## config.mk

```make
export PLATFORM = sky130hd
export DESIGN_NAME = conv_pe
export DESIGN_NICKNAME = d
export VERILOG_FILES = /design/src/design/pe_array_pkg.sv /design/src/design/conv_pe.sv
export VERILOG_INCLUDE_DIRS = /design/src /design/src/design
export SDC_FILE = /design/constraint.sdc
export NUM_CORES = 2
export LEC_CHECK = 0
export ABC_AREA = 0
export BUFFER_PORTS_ARGS = -buffer_cell sky130_fd_sc_hd__buf_2
export CELL_PAD_IN_SITES_DETAIL_PLACEMENT = 1
export CELL_PAD_IN_SITES_GLOBAL_PLACEMENT = 2
export CORE_ASPECT_RATIO = 0.9
export CORE_UTILIZATION = 46
export CTS_CLUSTER_SIZE = 30
export DETAILED_ROUTE_END_ITERATION = 16
export GPL_TIMING_DRIVEN = 0
export HOLD_SLACK_MARGIN = 0.1
export PLACE_DENSITY = 0.88
export SYNTH_ARGS = -nofsm -noshare
export SYNTH_HDL_FRONTEND = slang
export SYNTH_SLANG_ARGS = --single-unit
export TNS_END_PERCENT = 30
```

## constraint.sdc

```tcl
create_clock -name clk -period 23.2 [get_ports clk]
set_clock_uncertainty 0.05 [all_clocks]
set_input_delay 0 -clock clk [delete_from_list [all_inputs] [get_ports clk]]
set_output_delay 0 -clock clk [all_outputs]
set_load 0.02 [all_outputs]
```

## src/design/pe_array_consts.svh

```systemverilog
`ifndef PE_ARRAY_CONSTS_SVH
`define PE_ARRAY_CONSTS_SVH

// Datapath widths, signed
`define PE_DATA_WIDTH 16
`define PE_PSUM_WIDTH 32

// Array shape, also the filter size (rows by taps)
`define PE_NUM_ROW 3
`define PE_NUM_COL 3

// Ifmap row tag, rows 0 to 4 of one band
`define PE_TAG_WIDTH 3

// Configuration space
// weights live at 3*row + tap, one address above them pulses flush
`define PE_CFG_ADDR_WIDTH 4
`define PE_CFG_FLUSH_ADDR 9

`endif

```

## src/design/pe_array_pkg.sv

```systemverilog
`include "pe_array_consts.svh"

package pe_array_pkg;

    ////////////////////////////////////////////////////////////////////////////
    // Datapath types
    ////////////////////////////////////////////////////////////////////////////

    // One ifmap pixel or one filter weight
    typedef logic signed [`PE_DATA_WIDTH-1:0] pixel_t;

    // Partial sum carried up each column
    typedef logic signed [`PE_PSUM_WIDTH-1:0] psum_t;

    // Ifmap row number attached to each pixel
    typedef logic [`PE_TAG_WIDTH-1:0] tag_t;

    ////////////////////////////////////////////////////////////////////////////
    // Configuration types
    ////////////////////////////////////////////////////////////////////////////

    // Register address, 3*row + tap for weights
    typedef logic [`PE_CFG_ADDR_WIDTH-1:0] cfg_addr_t;

    // Three taps of one filter row, tap k at index k
    typedef pixel_t [`PE_NUM_COL-1:0] weight_row_t;

endpackage

```

## src/design/conv_pe.sv

```systemverilog
`timescale 1ns/1ps

module conv_pe (
    input  logic                      clk,
    input  logic                      rst,
    input  logic                      flush,
    input  logic                      accept,
    input  logic                      win_full,
    input  pe_array_pkg::pixel_t      pix,
    input  pe_array_pkg::weight_row_t weights,
    input  pe_array_pkg::psum_t       psum_in,
    output pe_array_pkg::psum_t       psum_out,
    output logic                      psum_valid
);

    // Two most recent accepted pixels, win_old is the earlier one
    pe_array_pkg::pixel_t win_old;
    pe_array_pkg::pixel_t win_mid;

    pe_array_pkg::psum_t prod0;
    pe_array_pkg::psum_t prod1;
    pe_array_pkg::psum_t prod2;
    pe_array_pkg::psum_t mac_sum;
    logic                fire;

    ////////////////////////////////////////////////////////////////////////////
    // Sliding window
    ////////////////////////////////////////////////////////////////////////////

    always_ff @(posedge clk) begin
        if (rst || flush) begin
            win_old <= '0;
            win_mid <= '0;
        end else if (accept) begin
            win_old <= win_mid;
            win_mid <= pix;
        end
    end

    ////////////////////////////////////////////////////////////////////////////
    // Multiply accumulate
    ////////////////////////////////////////////////////////////////////////////

    assign fire = accept && win_full;

    // Sign extend both operands to psum width before multiplying
    always_comb begin
        prod0 = pe_array_pkg::psum_t'(pe_array_pkg::pixel_t'(weights[0]))
              * pe_array_pkg::psum_t'(win_old);
        prod1 = pe_array_pkg::psum_t'(pe_array_pkg::pixel_t'(weights[1]))
              * pe_array_pkg::psum_t'(win_mid);
        prod2 = pe_array_pkg::psum_t'(pe_array_pkg::pixel_t'(weights[2]))
              * pe_array_pkg::psum_t'(pix);
        mac_sum = psum_in + prod0 + prod1 + prod2;
    end

    // Held until the next completed window, the PE above reads it later
    always_ff @(posedge clk) begin
        if (fire) begin
            psum_out <= mac_sum;
        end
    end

    always_ff @(posedge clk) begin
        if (rst) begin
            psum_valid <= 1'b0;
        end else begin
            psum_valid <= fire;
        end
    end

    ////////////////////////////////////////////////////////////////////////////
    // Checks
    ////////////////////////////////////////////////////////////////////////////

    // Row bus only marks a window full on a pixel this PE takes
    full_needs_accept: assert property (
        @(posedge clk) disable iff (rst)
        win_full |-> accept
    ) else $error("win_full raised without accept");

    // Pulse width is one cycle, since pixels enter one per cycle per row
    valid_single_pulse: assert property (
        @(posedge clk) disable iff (rst)
        psum_valid |=> !psum_valid
    );

endmodule

```

==> results.tsv <==
metric	value	unit
synth_largest_area_cell	fa_1	
r2r_end	psum_out[31]$_DFFE_PP_	
crit_arrival	10.18	ns
cp_max_fo	16	
start_util	0.466	
cts_tree	yes	
cpMostUsedCell	fa_1	
clock_sinks	65	
grt_pass1_vias	25621	
regToRegSetupSlack	13.10	ns
clk_pin_slew	0.07	ns
grt-ovfl-total	0	
synth_flop_cell	dfxtp_1	
cts_buffers	9	
area_growth	7.05	%
hold_depth	3	
route.detailed.drc	0	
postSynthRegisterBits	65	
dp_cells	4449	
wl_met3	5.07	mm
dieArea	0.0723	mm2
cts_root_buf	clkbuf_16	
synth_edf_count	32	
ff2ff_path_depth	25	
synthArstFlopShare	0	
grt_pass1_wl	153	mm
slowest_delay	0.84	ns
num_rows	92	
cp_top_family	adder cells	
cts_buffer_depth	2	
insertion_delay	0.39	ns
cts-htree-levels	3	
worst_hold_path.endpoint	win_old[15]$_SDFFE_PP0P_	
yosysSeqAreaShare	0.0495	
max_freq	99.0	MHz
finalNonFillerCells	4481	
track_usage	0.285	
period_needed	10.10	ns
synth.top_cells.by_area	fa_1 57%, inv_1 12%, ha_1 7.1%, and2_1 6.4%, nand2_1 4.6%	
rsz0062_at_grt	false	
num_vias	22531	
dp_worst_setup_slack	13.02	ns
report.final.setup_viol	0	
synth_area_per_cell	9.69	um2
cpMaxStageDelayCell	nand2_1	
worst_r2r_startpoint	win_mid[0]$_SDFFE_PP0P_	
critPathLaunchType	flip-flop	
critPathCaptureType	flip-flop	
worstMarginPinSlew	1.12	ns
finalMaxSlewViolations	0	
met1Wirelength	43.8	mm
highest_layer	met5	
synthesis.nets	4604	
ant_nets	0	
io_pins	134	
hpwl	87.7	mm
hp-start	accept	
antenna_found_initial	4	
nets	4759	
synth.most_common_cell	inv_1	
worst-path-buf-inv	6	
drt-total-wl	96.9	mm
via_per_inst	5.03	
dr.pass1.iters	5	
die_x	283	um
outcome	finished clean	
fp.dieH	255	um
hp-class	primary input to flip-flop	
max_cap_violations	0	
synth_top_area_frac	0.574	
drt_iter0_drc	1197	
post_drt_wl_per_cell	21.6	um
synthTopCellsByCount	1,052 x inv_1, 939 x fa_1, 399 x nand2_1	
max_slew_margin	0.252	
netlist_area	0.0327	mm2
grt_max_degree	28	
path_class	flip-flop to flip-flop	
wl_met2	45.9	mm
core	0.0702	mm2
syn_inst	3379	
fin_crit_sh	0.435	
worst_slack	13.10	ns
gp_congestion	0.886	
netlist-cell-type-count	48	
yosysWarnings	0	
cp_data_required_time	23.28	ns
setup_tns	0	ns
portBuffers	129	
final-hold-violation-count	0	
drive_above_1_share	0.0461	
## logic make-up (layout without fill, tap and decap cells)
| logic type | count (synthesis) | count (layout) | share of synthesized area |
|---|---|---|---|
| and+or+nand+nor | 848 | 848 | 0.127 |
| AOI/OAI and AO/OA | 76 | 76 | 0.0157 |
| other | 0 | 2 | 0 |
| muxes | 32 | 32 | 0.00978 |
| adders and majority gates | 1124 | 1124 | 0.645 |
| DFF | 65 | 65 | 0.0495 |
| xor gates and xnor gates | 65 | 65 | 0.0174 |
| buffers and inverters | 1169 | 1329 | 0.136 |
## timing repair
action / 4_1_cts / 5_1_grt
endpoints found under the hold margin: 14 / 0
resized for setup: 0 / 0
endpoints found under the setup margin: 0 / 0
setup buffers: 0 / 0
hold buffers: 14 / 0
## area by class of cell
type | count | area [um2]
fill | 8105 | 35200
multi-input combinational | 2145 | 26700
inverter | 1052 | 3950
sequential | 65 | 1620
tap | 940 | 1180
timing repair buffer | 144 | 806
buffer | 117 | 489
clock buffer | 9 | 225
clock inverter | 7 | 95.1
antenna | 2 | 5.00
## flip-flops by register name, summed over array words and instances, names as in the netlist
| register | cells |
|---|---|
| psum_out | 32 |
| psum_valid | 1 |
| win_mid | 16 |
| win_old | 16 |
## metrics by stage
step | util | hold slack (ns) | area (um2)
after global placement | 0.492 | 0.120 | 34600
after detailed placement | 0.493 | 0.133 | 34600
after CTS | 0.499 | 0.133 | 35000
after floorplan | - | 0.0216 | 32700
after global routing | 0.499 | 0.172 | 35000
final | 0.499 | 0.157 | 35100
## per-layer routing
layer  vias up  GRT usage
li1       9679          -
met1     12251      0.407
met2       511      0.471
met3        88     0.0273
met4         2     0.0695
met5         -          0
## how the worst max path moves through the flow
stage | start | cells after the start | slack, ns | endpoint
2_1_floorplan | win_mid[0]$_SDFFE_PP0P_ | 26 | 15.07 | psum_out[31]$_DFFE_PP_
3_3_place_gp | win_mid[0]$_SDFFE_PP0P_ | 25 | 13.13 | psum_out[31]$_DFFE_PP_
5_1_grt | win_mid[0]$_SDFFE_PP0P_ | 25 | 12.74 | psum_out[31]$_DFFE_PP_
3_5_place_dp | win_mid[0]$_SDFFE_PP0P_ | 25 | 13.02 | psum_out[31]$_DFFE_PP_
4_1_cts | win_mid[0]$_SDFFE_PP0P_ | 25 | 13.01 | psum_out[31]$_DFFE_PP_
6_report | win_mid[0]$_SDFFE_PP0P_ | 25 | 13.10 | psum_out[31]$_DFFE_PP_
## tightest hold or removal path: stages
cell and delay [ns]:
clkbuf_1 0.29, mux2i_1 0.20, nor2_1 0.07
## layout by cell type (no fill, tap or decap), drive strengths merged, types with 4 or more instances in the layout
cell type and count:
nor2b 13, xnor2 52, and2 334, xor2 13, nand2 399, nor2 58
fa 939, dlygate4sd3 14, nand2b 27, ha 185, o21ai 12, clkbuf 120
dfxtp 33, buf 134, inv 1052, a21o 14, a21oi 23, a211oi 6
edfxtp 32, nand3 7, o211ai 4, mux2i 32, clkinv 4
Power is left out: the tool's default activity adds up to more than one toggle a clock period on the data nets, which glitch-free logic cannot reach.
