File: src/design/pe_array_consts.svh
`ifndef PE_ARRAY_CONSTS_SVH
`define PE_ARRAY_CONSTS_SVH

// Datapath widths, signed
`define PE_DATA_WIDTH 16
`define PE_PSUM_WIDTH 32

// Array shape, also the filter size (rows by taps)
`define PE_NUM_ROW 3
`define PE_NUM_COL 3

// Ifmap row tag, rows 0 to 4 of one band
`define PE_TAG_WIDTH 3

// Configuration space
// weights live at 3*row + tap, one address above them pulses flush
`define PE_CFG_ADDR_WIDTH 4
`define PE_CFG_FLUSH_ADDR 9

`endif

File: src/design/pe_array_pkg.sv
`include "pe_array_consts.svh"

package pe_array_pkg;

    ////////////////////////////////////////////////////////////////////////////
    // Datapath types
    ////////////////////////////////////////////////////////////////////////////

    // One ifmap pixel or one filter weight
    typedef logic signed [`PE_DATA_WIDTH-1:0] pixel_t;

    // Partial sum carried up each column
    typedef logic signed [`PE_PSUM_WIDTH-1:0] psum_t;

    // Ifmap row number attached to each pixel
    typedef logic [`PE_TAG_WIDTH-1:0] tag_t;

    ////////////////////////////////////////////////////////////////////////////
    // Configuration types
    ////////////////////////////////////////////////////////////////////////////

    // Register address, 3*row + tap for weights
    typedef logic [`PE_CFG_ADDR_WIDTH-1:0] cfg_addr_t;

    // Three taps of one filter row, tap k at index k
    typedef pixel_t [`PE_NUM_COL-1:0] weight_row_t;

endpackage

File: src/design/row_bus_ctrl.sv
`timescale 1ns/1ps
`include "pe_array_consts.svh"

module row_bus_ctrl #(
    parameter int ROW_IDX = 0
) (
    input  logic                   clk,
    input  logic                   rst,
    input  logic                   flush,
    input  logic                   pix_valid,
    input  pe_array_pkg::tag_t     pix_tag,
    input  pe_array_pkg::pixel_t   pix_data,
    output logic [`PE_NUM_COL-1:0] accept,
    output logic [`PE_NUM_COL-1:0] win_full,
    output pe_array_pkg::pixel_t   bus_data
);

    // Highest ifmap row in a band
    localparam int MAX_TAG = `PE_NUM_ROW + `PE_NUM_COL - 2;
    // Older pixels a PE must hold before it can produce a sum
    localparam int WIN_DEPTH = `PE_NUM_COL - 1;

    logic               bus_valid;
    pe_array_pkg::tag_t bus_tag;
    logic [1:0]         acc_cnt [`PE_NUM_COL];

    ////////////////////////////////////////////////////////////////////////////
    // Input register stage
    ////////////////////////////////////////////////////////////////////////////

    always_ff @(posedge clk) begin
        if (rst) begin
            bus_valid <= 1'b0;
            bus_tag   <= '0;
        end else begin
            bus_valid <= pix_valid;
            bus_tag   <= pix_tag;
        end
    end

    // Shared by all PEs of the row
    always_ff @(posedge clk) begin
        bus_data <= pix_data;
    end

    ////////////////////////////////////////////////////////////////////////////
    // Tag match and window tracking
    ////////////////////////////////////////////////////////////////////////////

    // Column j of this row consumes ifmap row ROW_IDX + j
    always_comb begin
        for (int j = 0; j < `PE_NUM_COL; j++) begin
            accept[j] = bus_valid &&
                (bus_tag == pe_array_pkg::tag_t'(ROW_IDX + j));
        end
    end

    // Accepted pixels per column, saturates once the window is primed
    always_ff @(posedge clk) begin
        if (rst || flush) begin
            for (int j = 0; j < `PE_NUM_COL; j++) begin
                acc_cnt[j] <= '0;
            end
        end else begin
            for (int j = 0; j < `PE_NUM_COL; j++) begin
                if (accept[j] && (acc_cnt[j] != 2'(WIN_DEPTH))) begin
                    acc_cnt[j] <= acc_cnt[j] + 2'd1;
                end
            end
        end
    end

    // Current pixel completes a three tap window
    always_comb begin
        for (int j = 0; j < `PE_NUM_COL; j++) begin
            win_full[j] = accept[j] && (acc_cnt[j] == 2'(WIN_DEPTH));
        end
    end

    // Tags outside the band would never be consumed by any column
    tag_in_band: assert property (
        @(posedge clk) disable iff (rst)
        pix_valid |-> (pix_tag <= pe_array_pkg::tag_t'(MAX_TAG))
    ) else $error("ifmap tag %0d outside band", pix_tag);

endmodule

File: config.mk
export PLATFORM = sky130hd
export DESIGN_NAME = row_bus_ctrl
export DESIGN_NICKNAME = d
export VERILOG_FILES = /design/src/design/pe_array_pkg.sv /design/src/design/row_bus_ctrl.sv
export VERILOG_INCLUDE_DIRS = /design/src /design/src/design
export SDC_FILE = /design/constraint.sdc
export NUM_CORES = 1
export LEC_CHECK = 0
export ABC_CLOCK_PERIOD_IN_PS = 1100
export BUFFER_PORTS_ARGS = -buffer_cell sky130_fd_sc_hd__buf_2
export CORE_MARGIN = 2
export CORE_UTILIZATION = 41
export CTS_BUF_LIST = sky130_fd_sc_hd__clkbuf_4 sky130_fd_sc_hd__clkbuf_8
export CTS_CLUSTER_DIAMETER = 50
export DETAILED_ROUTE_END_ITERATION = 8
export MAX_ROUTING_LAYER = met4
export PLACE_DENSITY = 0.76
export SYNTH_ARGS = -nofsm -noshare
export SYNTH_HDL_FRONTEND = slang
export SYNTH_SLANG_ARGS = --single-unit
File: constraint.sdc
create_clock -name clk -period 1.1 [get_ports clk]
set_input_delay 0.275 -clock clk [delete_from_list [all_inputs] [get_ports clk]]
set_output_delay 0.275 -clock clk [all_outputs]
set_load 0.01 [all_outputs]
==> results.yml <==
synth:
  synth_common_cells: "20 x dfxtp_1, 6 x edfxtp_1, 6 x nor4_2"
  syn-mean-instance-area_um2: 14.9
  ys_seq_elements: 26
  synth-seq-area-share_pct: 66.0
  synth-async-reset-ratio_pct: 0
  yosysTopAreaCell: "dfxtp_1"
  yosysTopAreaCellShare_pct: 45.5
  synth_most_common_cell: "dfxtp_1"
  syn_nets: 85
  synth_warnings: 0
  syn_inst: 59
  syn_area_um2: 880
  synth_ff_type: "dfxtp_1"
  ys_types: 19
  synth_area_leaders: "dfxtp_1 46%, edfxtp_1 20%, nor4_2 8.5%"
  synth_edf_count: 6
routing:
  drc: 0
  first_pass_iters: 2
  ant_nets: 0
  vias: 679
  wire_per_inst_um: 12.8
  wl_mm: 1.92
  vias_per_cell: 4.53
  drt_iter0_drc: 1
place:
  gp_congestion: 0.721
  port_buffers: 44
  hpwl_mm: 1.39
critical_path:
  ff2ff_setup_slack_ns: -0.31
  critPathTopFamily: "simple AND/OR/NAND/NOR gates"
  path_class: "flip-flop to primary output"
  path_buf_inv: 1
  timing.rr.start: "acc_cnt[0][4]"
  r2r-end: "acc_cnt[0][1]"
  worstPathArrival_ns: 1.29
  cp_slowest_cell: "dfxtp_4"
  cp.required_ns: 0.82
  startpoint_type: "flip-flop"
  end_kind: "primary output"
  slowest_delay_ns: 0.39
  reg2reg_depth: 6
  cp_cell_sequence: "nor4b_4 > and2_4 > buf_6"
  crit_fanout: 3
min_path:
  hp-class: "primary input to flip-flop"
  hold_depth: 1
  holdPathEnd: "bus_data[6]"
  worstHoldStart: "pix_data[6]"
power_and_ir_drop:
  power_density_mw_per_mm2: 1170
  irDropWorstVdd_uv: 968
  leakage_nw: 0.638
timing:
  setup_viol: 18
  timing.fmax_mhz: 638
  setup_slack_ns: -0.467
  slew-limit-headroom_pct: 59.8
  worst_pin_slew_ns: 0.600
  rsz0062_at_grt: "true"
  maxSlewViolCount: 0
  tns_ns: -5.28
  clock_skew_ns: 0.00358
  period_share_pct: 142
  finalCriticalPeriod_ns: 1.57
  hold_viol: 0
floorplan:
  pin_count: 45
  die_w_um: 50.3
  fp-row-count: 16
  core_area_mm2: 0.00200
  dieArea_mm2: 0.00253
  initial_utilization_pct: 43.9
  die_y_um: 50.3
global_route:
  grt_pass1_vias: 680
  grt_antenna_before_repair: 0
  grt_max_degree: 15
  overflow: 0
  grt_pass1_wl_mm: 2.94
  grt_use_total_pct: 16.3
status:
  violations: "setup timing"
  status: "finished, violations left"
clocking:
  clk_path_buf_depth: 2
  cts_made_buffers: 3
  clkLatencyLatePin_ns: 0.30
  clockRootBuffer: "clkbuf_4"
  path_clk_slew_ns: 0.12
  htreeDepth: 1
  clock_sink_count: 26
  cts_tree: "built"
layout:
  finish.utilization_pct: 72.3
  drive_gt1_share_pct: 78.9
  num_antenna_cells: 0
  areaGrowthSynthToFinish_pct: 64.4
  fin_nets: 150
job:
  drv_cap: 0
[repair_timing]
item / 4_1_cts / 5_1_grt
gates resized for setup: 18 / 14
buffers inserted: 6 / 4
endpoints found under the hold margin: 0 / 0
setup endpoints to repair: 18 / 21
pin swaps: 9 / 9
hold buffers: 0 / 0
[where the power goes]
| part | total, mW | internal (mW) | switching, mW |
|---|---|---|---|
| registers | 1.06 | 1.03 | 0.0299 |
| logic | 0.260 | 0.145 | 0.116 |
| clock network | 0.373 | 0.132 | 0.240 |
| total | 1.69 | 1.30 | 0.386 |
[routing by layer]
metal  track usage (%)  vias to the layer above  wire [um]  part of all wire (%)
met5                 -                        -          0                     0
li1                  -                      330          -                     -
met2              30.0                       35       1060                    55
met1              17.2                      312        707                    37
met4              6.76                        0         20                   1.0
met3              2.38                        2        130                   6.8
[cell usage in the layout, fill, tap and decap left out]
cell and count:
nand4bb_4 1, clkinv_1 1, nor2_1 1, nor2b_1 4, buf_2 39, clkbuf_4 3
buf_6 11, buf_4 11, and3_4 1, a2bb2oi_4 1, inv_1 1, nor4_2 6
inv_2 5, edfxtp_1 6, ha_2 1, dfxtp_2 3, nand2_2 1, dfxtp_4 4
and2_4 2, nor3b_4 1, o21ai_4 3, mux2i_2 1, dfxtp_1 13, nor4b_4 1
ha_4 2
[cell families after synthesis]
| kind of cell | Yosys count | synth area share [%] |
|---|---|---|
| flops | 26 | 66.0 |
| simple gates | 18 | 20.8 |
| buf+inv | 7 | 3.13 |
| compound gates | 4 | 4.69 |
| fa+ha+maj | 3 | 4.27 |
| mux | 1 | 1.14 |
[registers in the layout, summed over array words and instances (netlist names)]
signal	cells
bus_data	16
acc_cnt	6
bus_tag	3
bus_valid	1
[how the worst max path moves through the flow]
stage | start | endpoint | slack, ns | cells past startpoint
6_report | bus_tag[2] | win_full[0] | -0.47 | 3
5_1_grt | bus_tag[2] | win_full[0] | -0.52 | 3
4_1_cts | bus_tag[1] | win_full[0] | -0.47 | 3
3_5_place_dp | acc_cnt[0][4] | acc_cnt[0][5] | -0.22 | 5
3_3_place_gp | acc_cnt[0][0] | acc_cnt[0][3] | -0.18 | 5
2_1_floorplan | acc_cnt[0][0] | acc_cnt[0][1] | -0.15 | 5
[final cells by class]
type                            instances  area [um2]
Sequential cell                        26         599
Fill cell                             145         556
Timing Repair Buffer                   61         402
Multi-Input combinational cell         26         363
Tap cell                               27        33.8
Clock buffer                            3        22.5
Inverter                                6        22.5
Clock inverter                          1        3.75
[through the flow]
stage	instance area, um2	hold WS [ns]	total power, mW	cells	worst slack, ns
2_1_floorplan	917	0.303	1.17	59	-0.148
3_3_place_gp	1220	0.377	1.27	136	-0.179
3_5_place_dp	1220	0.379	1.28	136	-0.215
4_1_cts	1370	0.0510	1.68	146	-0.467
5_1_grt	1450	0.0335	1.78	150	-0.515
6_report	1450	0.0620	1.69	150	-0.467
[worst reg2reg max path: cells and delay by family (launching register included)]
kind / cells / cell delay, ns
adder cells (fa/ha/maj): 1 / 0.18
flip-flops: 1 / 0.41
AND/OR/NAND/NOR: 1 / 0.07
AO/OA/AOI/OAI: 1 / 0.27
buffers and inverters: 2 / 0.17
multiplexers: 1 / 0.08
Power figures use the tool's default switching activity.
