**config.mk**
```make
export PLATFORM = sky130hd
export DESIGN_NAME = pe_config_regs
export DESIGN_NICKNAME = d
export VERILOG_FILES = /design/src/design/pe_array_pkg.sv /design/src/design/pe_config_regs.sv
export VERILOG_INCLUDE_DIRS = /design/src /design/src/design
export SDC_FILE = /design/constraint.sdc
export NUM_CORES = 1
export LEC_CHECK = 0
export BUFFER_PORTS_ARGS = -buffer_cell sky130_fd_sc_hd__buf_2
export CORE_AREA = 8 8 148 150
export DETAILED_ROUTE_END_ITERATION = 8
export DIE_AREA = 0 0 156 158
export GPL_TIMING_DRIVEN = 0
export HOLD_SLACK_MARGIN = 0.08
export PLACE_DENSITY = 0.54
export SYNTH_ARGS = -nofsm -noshare
export SYNTH_HDL_FRONTEND = slang
export SYNTH_SLANG_ARGS = --single-unit
```
**constraint.sdc**
```tcl
create_clock -name clk -period 1.27 [get_ports clk]
set_input_delay 0.254 -clock clk [delete_from_list [all_inputs] [get_ports clk]]
set_output_delay 0.254 -clock clk [all_outputs]
set_load 0.05 [all_outputs]
```
**src/design/pe_array_consts.svh**
```systemverilog
`ifndef PE_ARRAY_CONSTS_SVH
`define PE_ARRAY_CONSTS_SVH

// Datapath widths, signed
`define PE_DATA_WIDTH 16
`define PE_PSUM_WIDTH 32

// Array shape, also the filter size (rows by taps)
`define PE_NUM_ROW 3
`define PE_NUM_COL 3

// Ifmap row tag, rows 0 to 4 of one band
`define PE_TAG_WIDTH 3

// Configuration space
// weights live at 3*row + tap, one address above them pulses flush
`define PE_CFG_ADDR_WIDTH 4
`define PE_CFG_FLUSH_ADDR 9

`endif

```
**src/design/pe_array_pkg.sv**
```systemverilog
`include "pe_array_consts.svh"

package pe_array_pkg;

    ////////////////////////////////////////////////////////////////////////////
    // Datapath types
    ////////////////////////////////////////////////////////////////////////////

    // One ifmap pixel or one filter weight
    typedef logic signed [`PE_DATA_WIDTH-1:0] pixel_t;

    // Partial sum carried up each column
    typedef logic signed [`PE_PSUM_WIDTH-1:0] psum_t;

    // Ifmap row number attached to each pixel
    typedef logic [`PE_TAG_WIDTH-1:0] tag_t;

    ////////////////////////////////////////////////////////////////////////////
    // Configuration types
    ////////////////////////////////////////////////////////////////////////////

    // Register address, 3*row + tap for weights
    typedef logic [`PE_CFG_ADDR_WIDTH-1:0] cfg_addr_t;

    // Three taps of one filter row, tap k at index k
    typedef pixel_t [`PE_NUM_COL-1:0] weight_row_t;

endpackage

```
**src/design/pe_config_regs.sv**
```systemverilog
`timescale 1ns/1ps
`include "pe_array_consts.svh"

module pe_config_regs (
    input  logic                      clk,
    input  logic                      rst,
    input  logic                      cfg_we,
    input  pe_array_pkg::cfg_addr_t   cfg_addr,
    input  pe_array_pkg::pixel_t      cfg_wdata,
    output pe_array_pkg::weight_row_t weights [`PE_NUM_ROW],
    output logic                      flush
);

    ////////////////////////////////////////////////////////////////////////////
    // Address decode
    ////////////////////////////////////////////////////////////////////////////

    logic flush_hit;
    logic wr_hit [`PE_NUM_ROW][`PE_NUM_COL];

    assign flush_hit = cfg_we &&
        (cfg_addr == pe_array_pkg::cfg_addr_t'(`PE_CFG_FLUSH_ADDR));

    // One strobe per weight register
    always_comb begin
        for (int i = 0; i < `PE_NUM_ROW; i++) begin
            for (int k = 0; k < `PE_NUM_COL; k++) begin
                wr_hit[i][k] = cfg_we &&
                    (cfg_addr == pe_array_pkg::cfg_addr_t'(i * `PE_NUM_COL + k));
            end
        end
    end

    ////////////////////////////////////////////////////////////////////////////
    // Weight register file
    ////////////////////////////////////////////////////////////////////////////

    // Nine weights that the PEs see the cycle after the write
    always_ff @(posedge clk) begin
        if (rst) begin
            for (int i = 0; i < `PE_NUM_ROW; i++) begin
                weights[i] <= '0;
            end
        end else begin
            for (int i = 0; i < `PE_NUM_ROW; i++) begin
                for (int k = 0; k < `PE_NUM_COL; k++) begin
                    if (wr_hit[i][k]) begin
                        weights[i][k] <= cfg_wdata;
                    end
                end
            end
        end
    end

    ////////////////////////////////////////////////////////////////////////////
    // Flush command
    ////////////////////////////////////////////////////////////////////////////

    // Single cycle pulse that ignores the data word
    always_ff @(posedge clk) begin
        if (rst) begin
            flush <= 1'b0;
        end else begin
            flush <= flush_hit;
        end
    end

    // Nothing is mapped above the flush register
    cfg_addr_in_range: assert property (
        @(posedge clk) disable iff (rst)
        cfg_we |-> (cfg_addr <= pe_array_pkg::cfg_addr_t'(`PE_CFG_FLUSH_ADDR))
    ) else $error("config write to unmapped address %0d", cfg_addr);

endmodule

```
==> key figures <==
STA
  • Sum Neg Setup Slack: 0 ns
  • Maximum clock frequency: just over 800 MHz
  • Worst Skew: 0 ns
  • Final Worst Setup Slack: 0.02863 ns
  • Finish-stage setup viols: 0
  • Worst-margin pin slew: 0.8243 ns
  • Remaining max-slew budget at the tightest pin: a little under half
  • Clock period minus final worst setup slack: between 1 and 1.5 ns
  • Fin. max-slew vios: 0
  • RSZ-0062 raised after global routing: no
  • Final period util: 97.75%
  • Count of final hold-check violations: 0

Yosys
  • Net count after synthesis: approximately 560
  • YS warnings: 0
  • Distinct cell type count of the synthesized netlist: 26
  • Portion of the post-synthesis area used by sequential elements: between 50% and 60%
  • Number of standard cells after synthesis: 534
  • Area of the mapped netlist: approximately 0.0057 mm²
  • Share of flip-flops with an asynchronous set or reset after synthesis: 0%
  • Mapped Avg Cell Area: about 11 µm²
  • Number of enable flip-flop cells after synthesis: 0
  • Synthesis-stage register bit count: approximately 150
  • Synth Flop Type: sky130_fd_sc_hd__dfxtp_1

Setup path
  • Setup crit end: weights[67]
  • Endpoint required time on the critical path: slightly above 1 ns
  • Buffers & Inverters on Critical Path: 1
  • Cell depth of the worst setup path: 1
  • FF-to-FF path depth: 2
  • Launching element of the worst setup path: weights[67]
  • Launching element type of the critical path: flop
  • Reg-to-Reg End: weights[117]
  • Startpoint of the most critical register-to-register path: weights[117]
  • Maximum fanout along the worst path: 2
  • Worst Path Arrival: just under 1 ns
  • Cell with the largest stage delay on the worst path: sky130_fd_sc_hd__dfxtp_1
  • Flop-to-flop setup slack: 0.61 ns
  • Critical-path cell list: buf_4
  • CP Class: reg -> out
  • Top cell family by delay on the critical path: flip-flops
  • CP Capture Type: output pin
  • Stage delay of the slowest cell on the critical path: 0.36 ns

Routing
  • Final routed wire length divided by cell count: roughly 18 µm
  • Number of vias in the routed layout: approximately 4300
  • Router iterations before antenna repair: 4
  • Initial drt markers: 192
  • Remaining DRCs: 0
  • Final ANT Viol Nets: 0
  • Via density: roughly 4.3
  • Wire length reported by the detailed router: roughly 18000 µm

Place
  • Hpwl dp: 13080 µm
  • Final GP Congestion: around 0.76
  • Number of cells after detailed placement: between 900 and 1000
  • # port buffers: about 170
  • Worst setup slack after placement: -0.5630 ns

GRT
  • Vias in the first global route: 4421
  • Wire length of the first global-routing pass: ~27000 µm
  • Total global routing overflow: 0
  • Number of antenna violations at the first check in global routing: 0
  • GR Util All Layers: between 15 and 20%
  • Largest net degree at the start of global routing: 17

Status
  • Status: finished, final reports clean

CTS
  • Resized Gates After CTS: roughly 160
  • Post-CTS Hold Fix Bufs: 0
  • Inserted Clock Buffers: 17
  • Clock tree from TritonCTS: yes
  • Source-to-sink clock delay at the later pin of the worst-skew pair: 0.41 ns
  • Number of post-CTS setup repair buffers: 0
  • Clock buffer depth: 2
  • H-tree level count: 4
  • Clock transition at the register clock pins on the worst setup and hold paths after CTS: 0.06 ns
  • Sinks on Clock Net: 145
  • Clk Tree Root Cell: sky130_fd_sc_hd__clkbuf_16

Floorplanning
  • Die width: ~160 µm
  • Die footprint: ~0.025 mm²
  • Count of boundary I/O pins: between 150 and 200
  • Vertical die dimension: about 160 µm
  • Row Count: 52
  • Floorplan Core Area: 0.01971 mm²
  • Starting density of the core: 29.00%

Power and ir drop
  • Power spent charging and discharging nets: about 0.0026 W
  • Areal power density over the cells: between 1000 and 1500 mW/mm²
  • Worst VDD drop: 0.8810 mV
  • Static Leakage: between 3 and 4 nW
  • Clock share of power: between 40% and 50%
  • Comb pwr share: under 10%
  • Power Internal: between 0.007 and 0.008 W
  • Switching power share of the total: between 20% and 30%
  • Power share of the sequential group: a little over two fifths

Run
  • MaxCap Viol Count: 0

Cells and area
  • Share of final-layout standard cells stronger than drive strength 1: about a third
  • Count of antenna diodes in the layout: 0
  • Sequential Area: 0.002907 mm²
  • Multi-input logic area: around 0.0026 mm²
  • Non-filler cells in the finished layout: 1000
  • Number of fill cells in the layout: 1994
  • Post-synthesis to final-layout area growth: 39.28%
  • End-of-flow core utilization: 40.40%
  • Number of nets in the layout: roughly 740

Min path
  • Hold Crit Class: in -> reg
## how the worst min path moves through the flow
stage / slack, ns / start / cells after the start / to
2_1_floorplan: 0.40 / cfg_wdata[10] / 2 / weights[122]
3_3_place_gp: 0.46 / weights[142] / 2 / weights[142]
3_5_place_dp: 0.46 / weights[142] / 2 / weights[142]
4_1_cts: 0.09 / cfg_wdata[2] / 3 / weights[114]
5_1_grt: 0.10 / cfg_wdata[9] / 3 / weights[121]
6_report: 0.10 / cfg_wdata[8] / 3 / weights[120]
## tightest hold or removal path, delay by kind of cell
kind | cells | cell delay, ns
buffers and inverters | 1 | 0.11
and+or+nand+nor | 1 | 0.06
AOI/OAI and AO/OA | 1 | 0.06
## sequential cells by signal (all words and copies together) (netlist names)
| register | count |
|---|---|
| weights | 144 |
| flush | 1 |
## power by group through the flow
stage | registers [W] | logic [W] | clock network, W
after CTS | 0.00464 | 0.000854 | 0.00520
final | 0.00465 | 0.000843 | 0.00506
after floorplan | 0.00494 | 0.000328 | 0
after global placement | 0.00474 | 0.000814 | 0
after detailed placement | 0.00474 | 0.000815 | 0
after global routing | 0.00465 | 0.000897 | 0.00536
## synth_stat cells, types with 2 or more instances
library cell | number | area share (%)
sky130_fd_sc_hd__buf_2 | 10 | 0.88
sky130_fd_sc_hd__nand3_1 | 16 | 1.4
sky130_fd_sc_hd__buf_1 | 14 | 0.92
sky130_fd_sc_hd__clkbuf_1 | 16 | 1.1
sky130_fd_sc_hd__buf_4 | 9 | 1.2
sky130_fd_sc_hd__dfxtp_1 | 145 | 51
sky130_fd_sc_hd__nand2_2 | 3 | 0.33
sky130_fd_sc_hd__a21oi_1 | 16 | 1.4
sky130_fd_sc_hd__mux2i_1 | 128 | 22
sky130_fd_sc_hd__o21ai_0 | 16 | 1.4
sky130_fd_sc_hd__nand2b_1 | 145 | 16
sky130_fd_sc_hd__buf_6 | 2 | 0.39
## logic make-up (layout without fill, tap and decap cells)
group                  Yosys count  count (layout)  synth area share (%)
AO/OA/AOI/OAI                   32              32                 2.801
flip-flops                     145             145                 50.77
buffers and inverters           51             247                 4.420
multiplexers                   128             128                 22.41
AND/OR/NAND/NOR                178             178                 19.61
## placed cells by master, fill, tap and decap left out, types with 10 or more instances in the layout
cell type,instances
sky130_fd_sc_hd__dfxtp_1,142
sky130_fd_sc_hd__mux2i_1,128
sky130_fd_sc_hd__buf_4,126
sky130_fd_sc_hd__a21oi_1,16
sky130_fd_sc_hd__o21ai_0,16
sky130_fd_sc_hd__nand3_1,16
sky130_fd_sc_hd__nand2b_1,145
sky130_fd_sc_hd__buf_6,29
sky130_fd_sc_hd__clkbuf_1,10
sky130_fd_sc_hd__clkbuf_16,17
sky130_fd_sc_hd__buf_2,27
sky130_fd_sc_hd__buf_1,14
## layout make-up
cell class	instances	area share [%]
Buffer	50	3.394
Clock inverter	14	2.090
Sequential cell	145	36.50
Multi-Input combinational cell	338	32.18
Timing Repair Buffer	166	16.26
Tap cell	270	4.242
Clock buffer	17	5.342
## through the flow
step	hold slack, ns	total power (W)	instance area (µm²)
2_1_floorplan	0.4001	0.005269	5728
5_1_grt	0.1042	0.01091	7964
3_5_place_dp	0.4639	0.005556	6897
6_report	0.1046	0.01055	7964
3_3_place_gp	0.4577	0.005556	6897
4_1_cts	0.08513	0.01070	7898
## layer usage
layer,vias up,global-route usage [%],share of wire [%]
li1,2138,-,-
met1,2031,18.66,45
met2,111,25.17,49
met3,18,3.140,4.7
met4,0,5.499,1.5
met5,-,0,0
(Power assumes the default switching activity.)
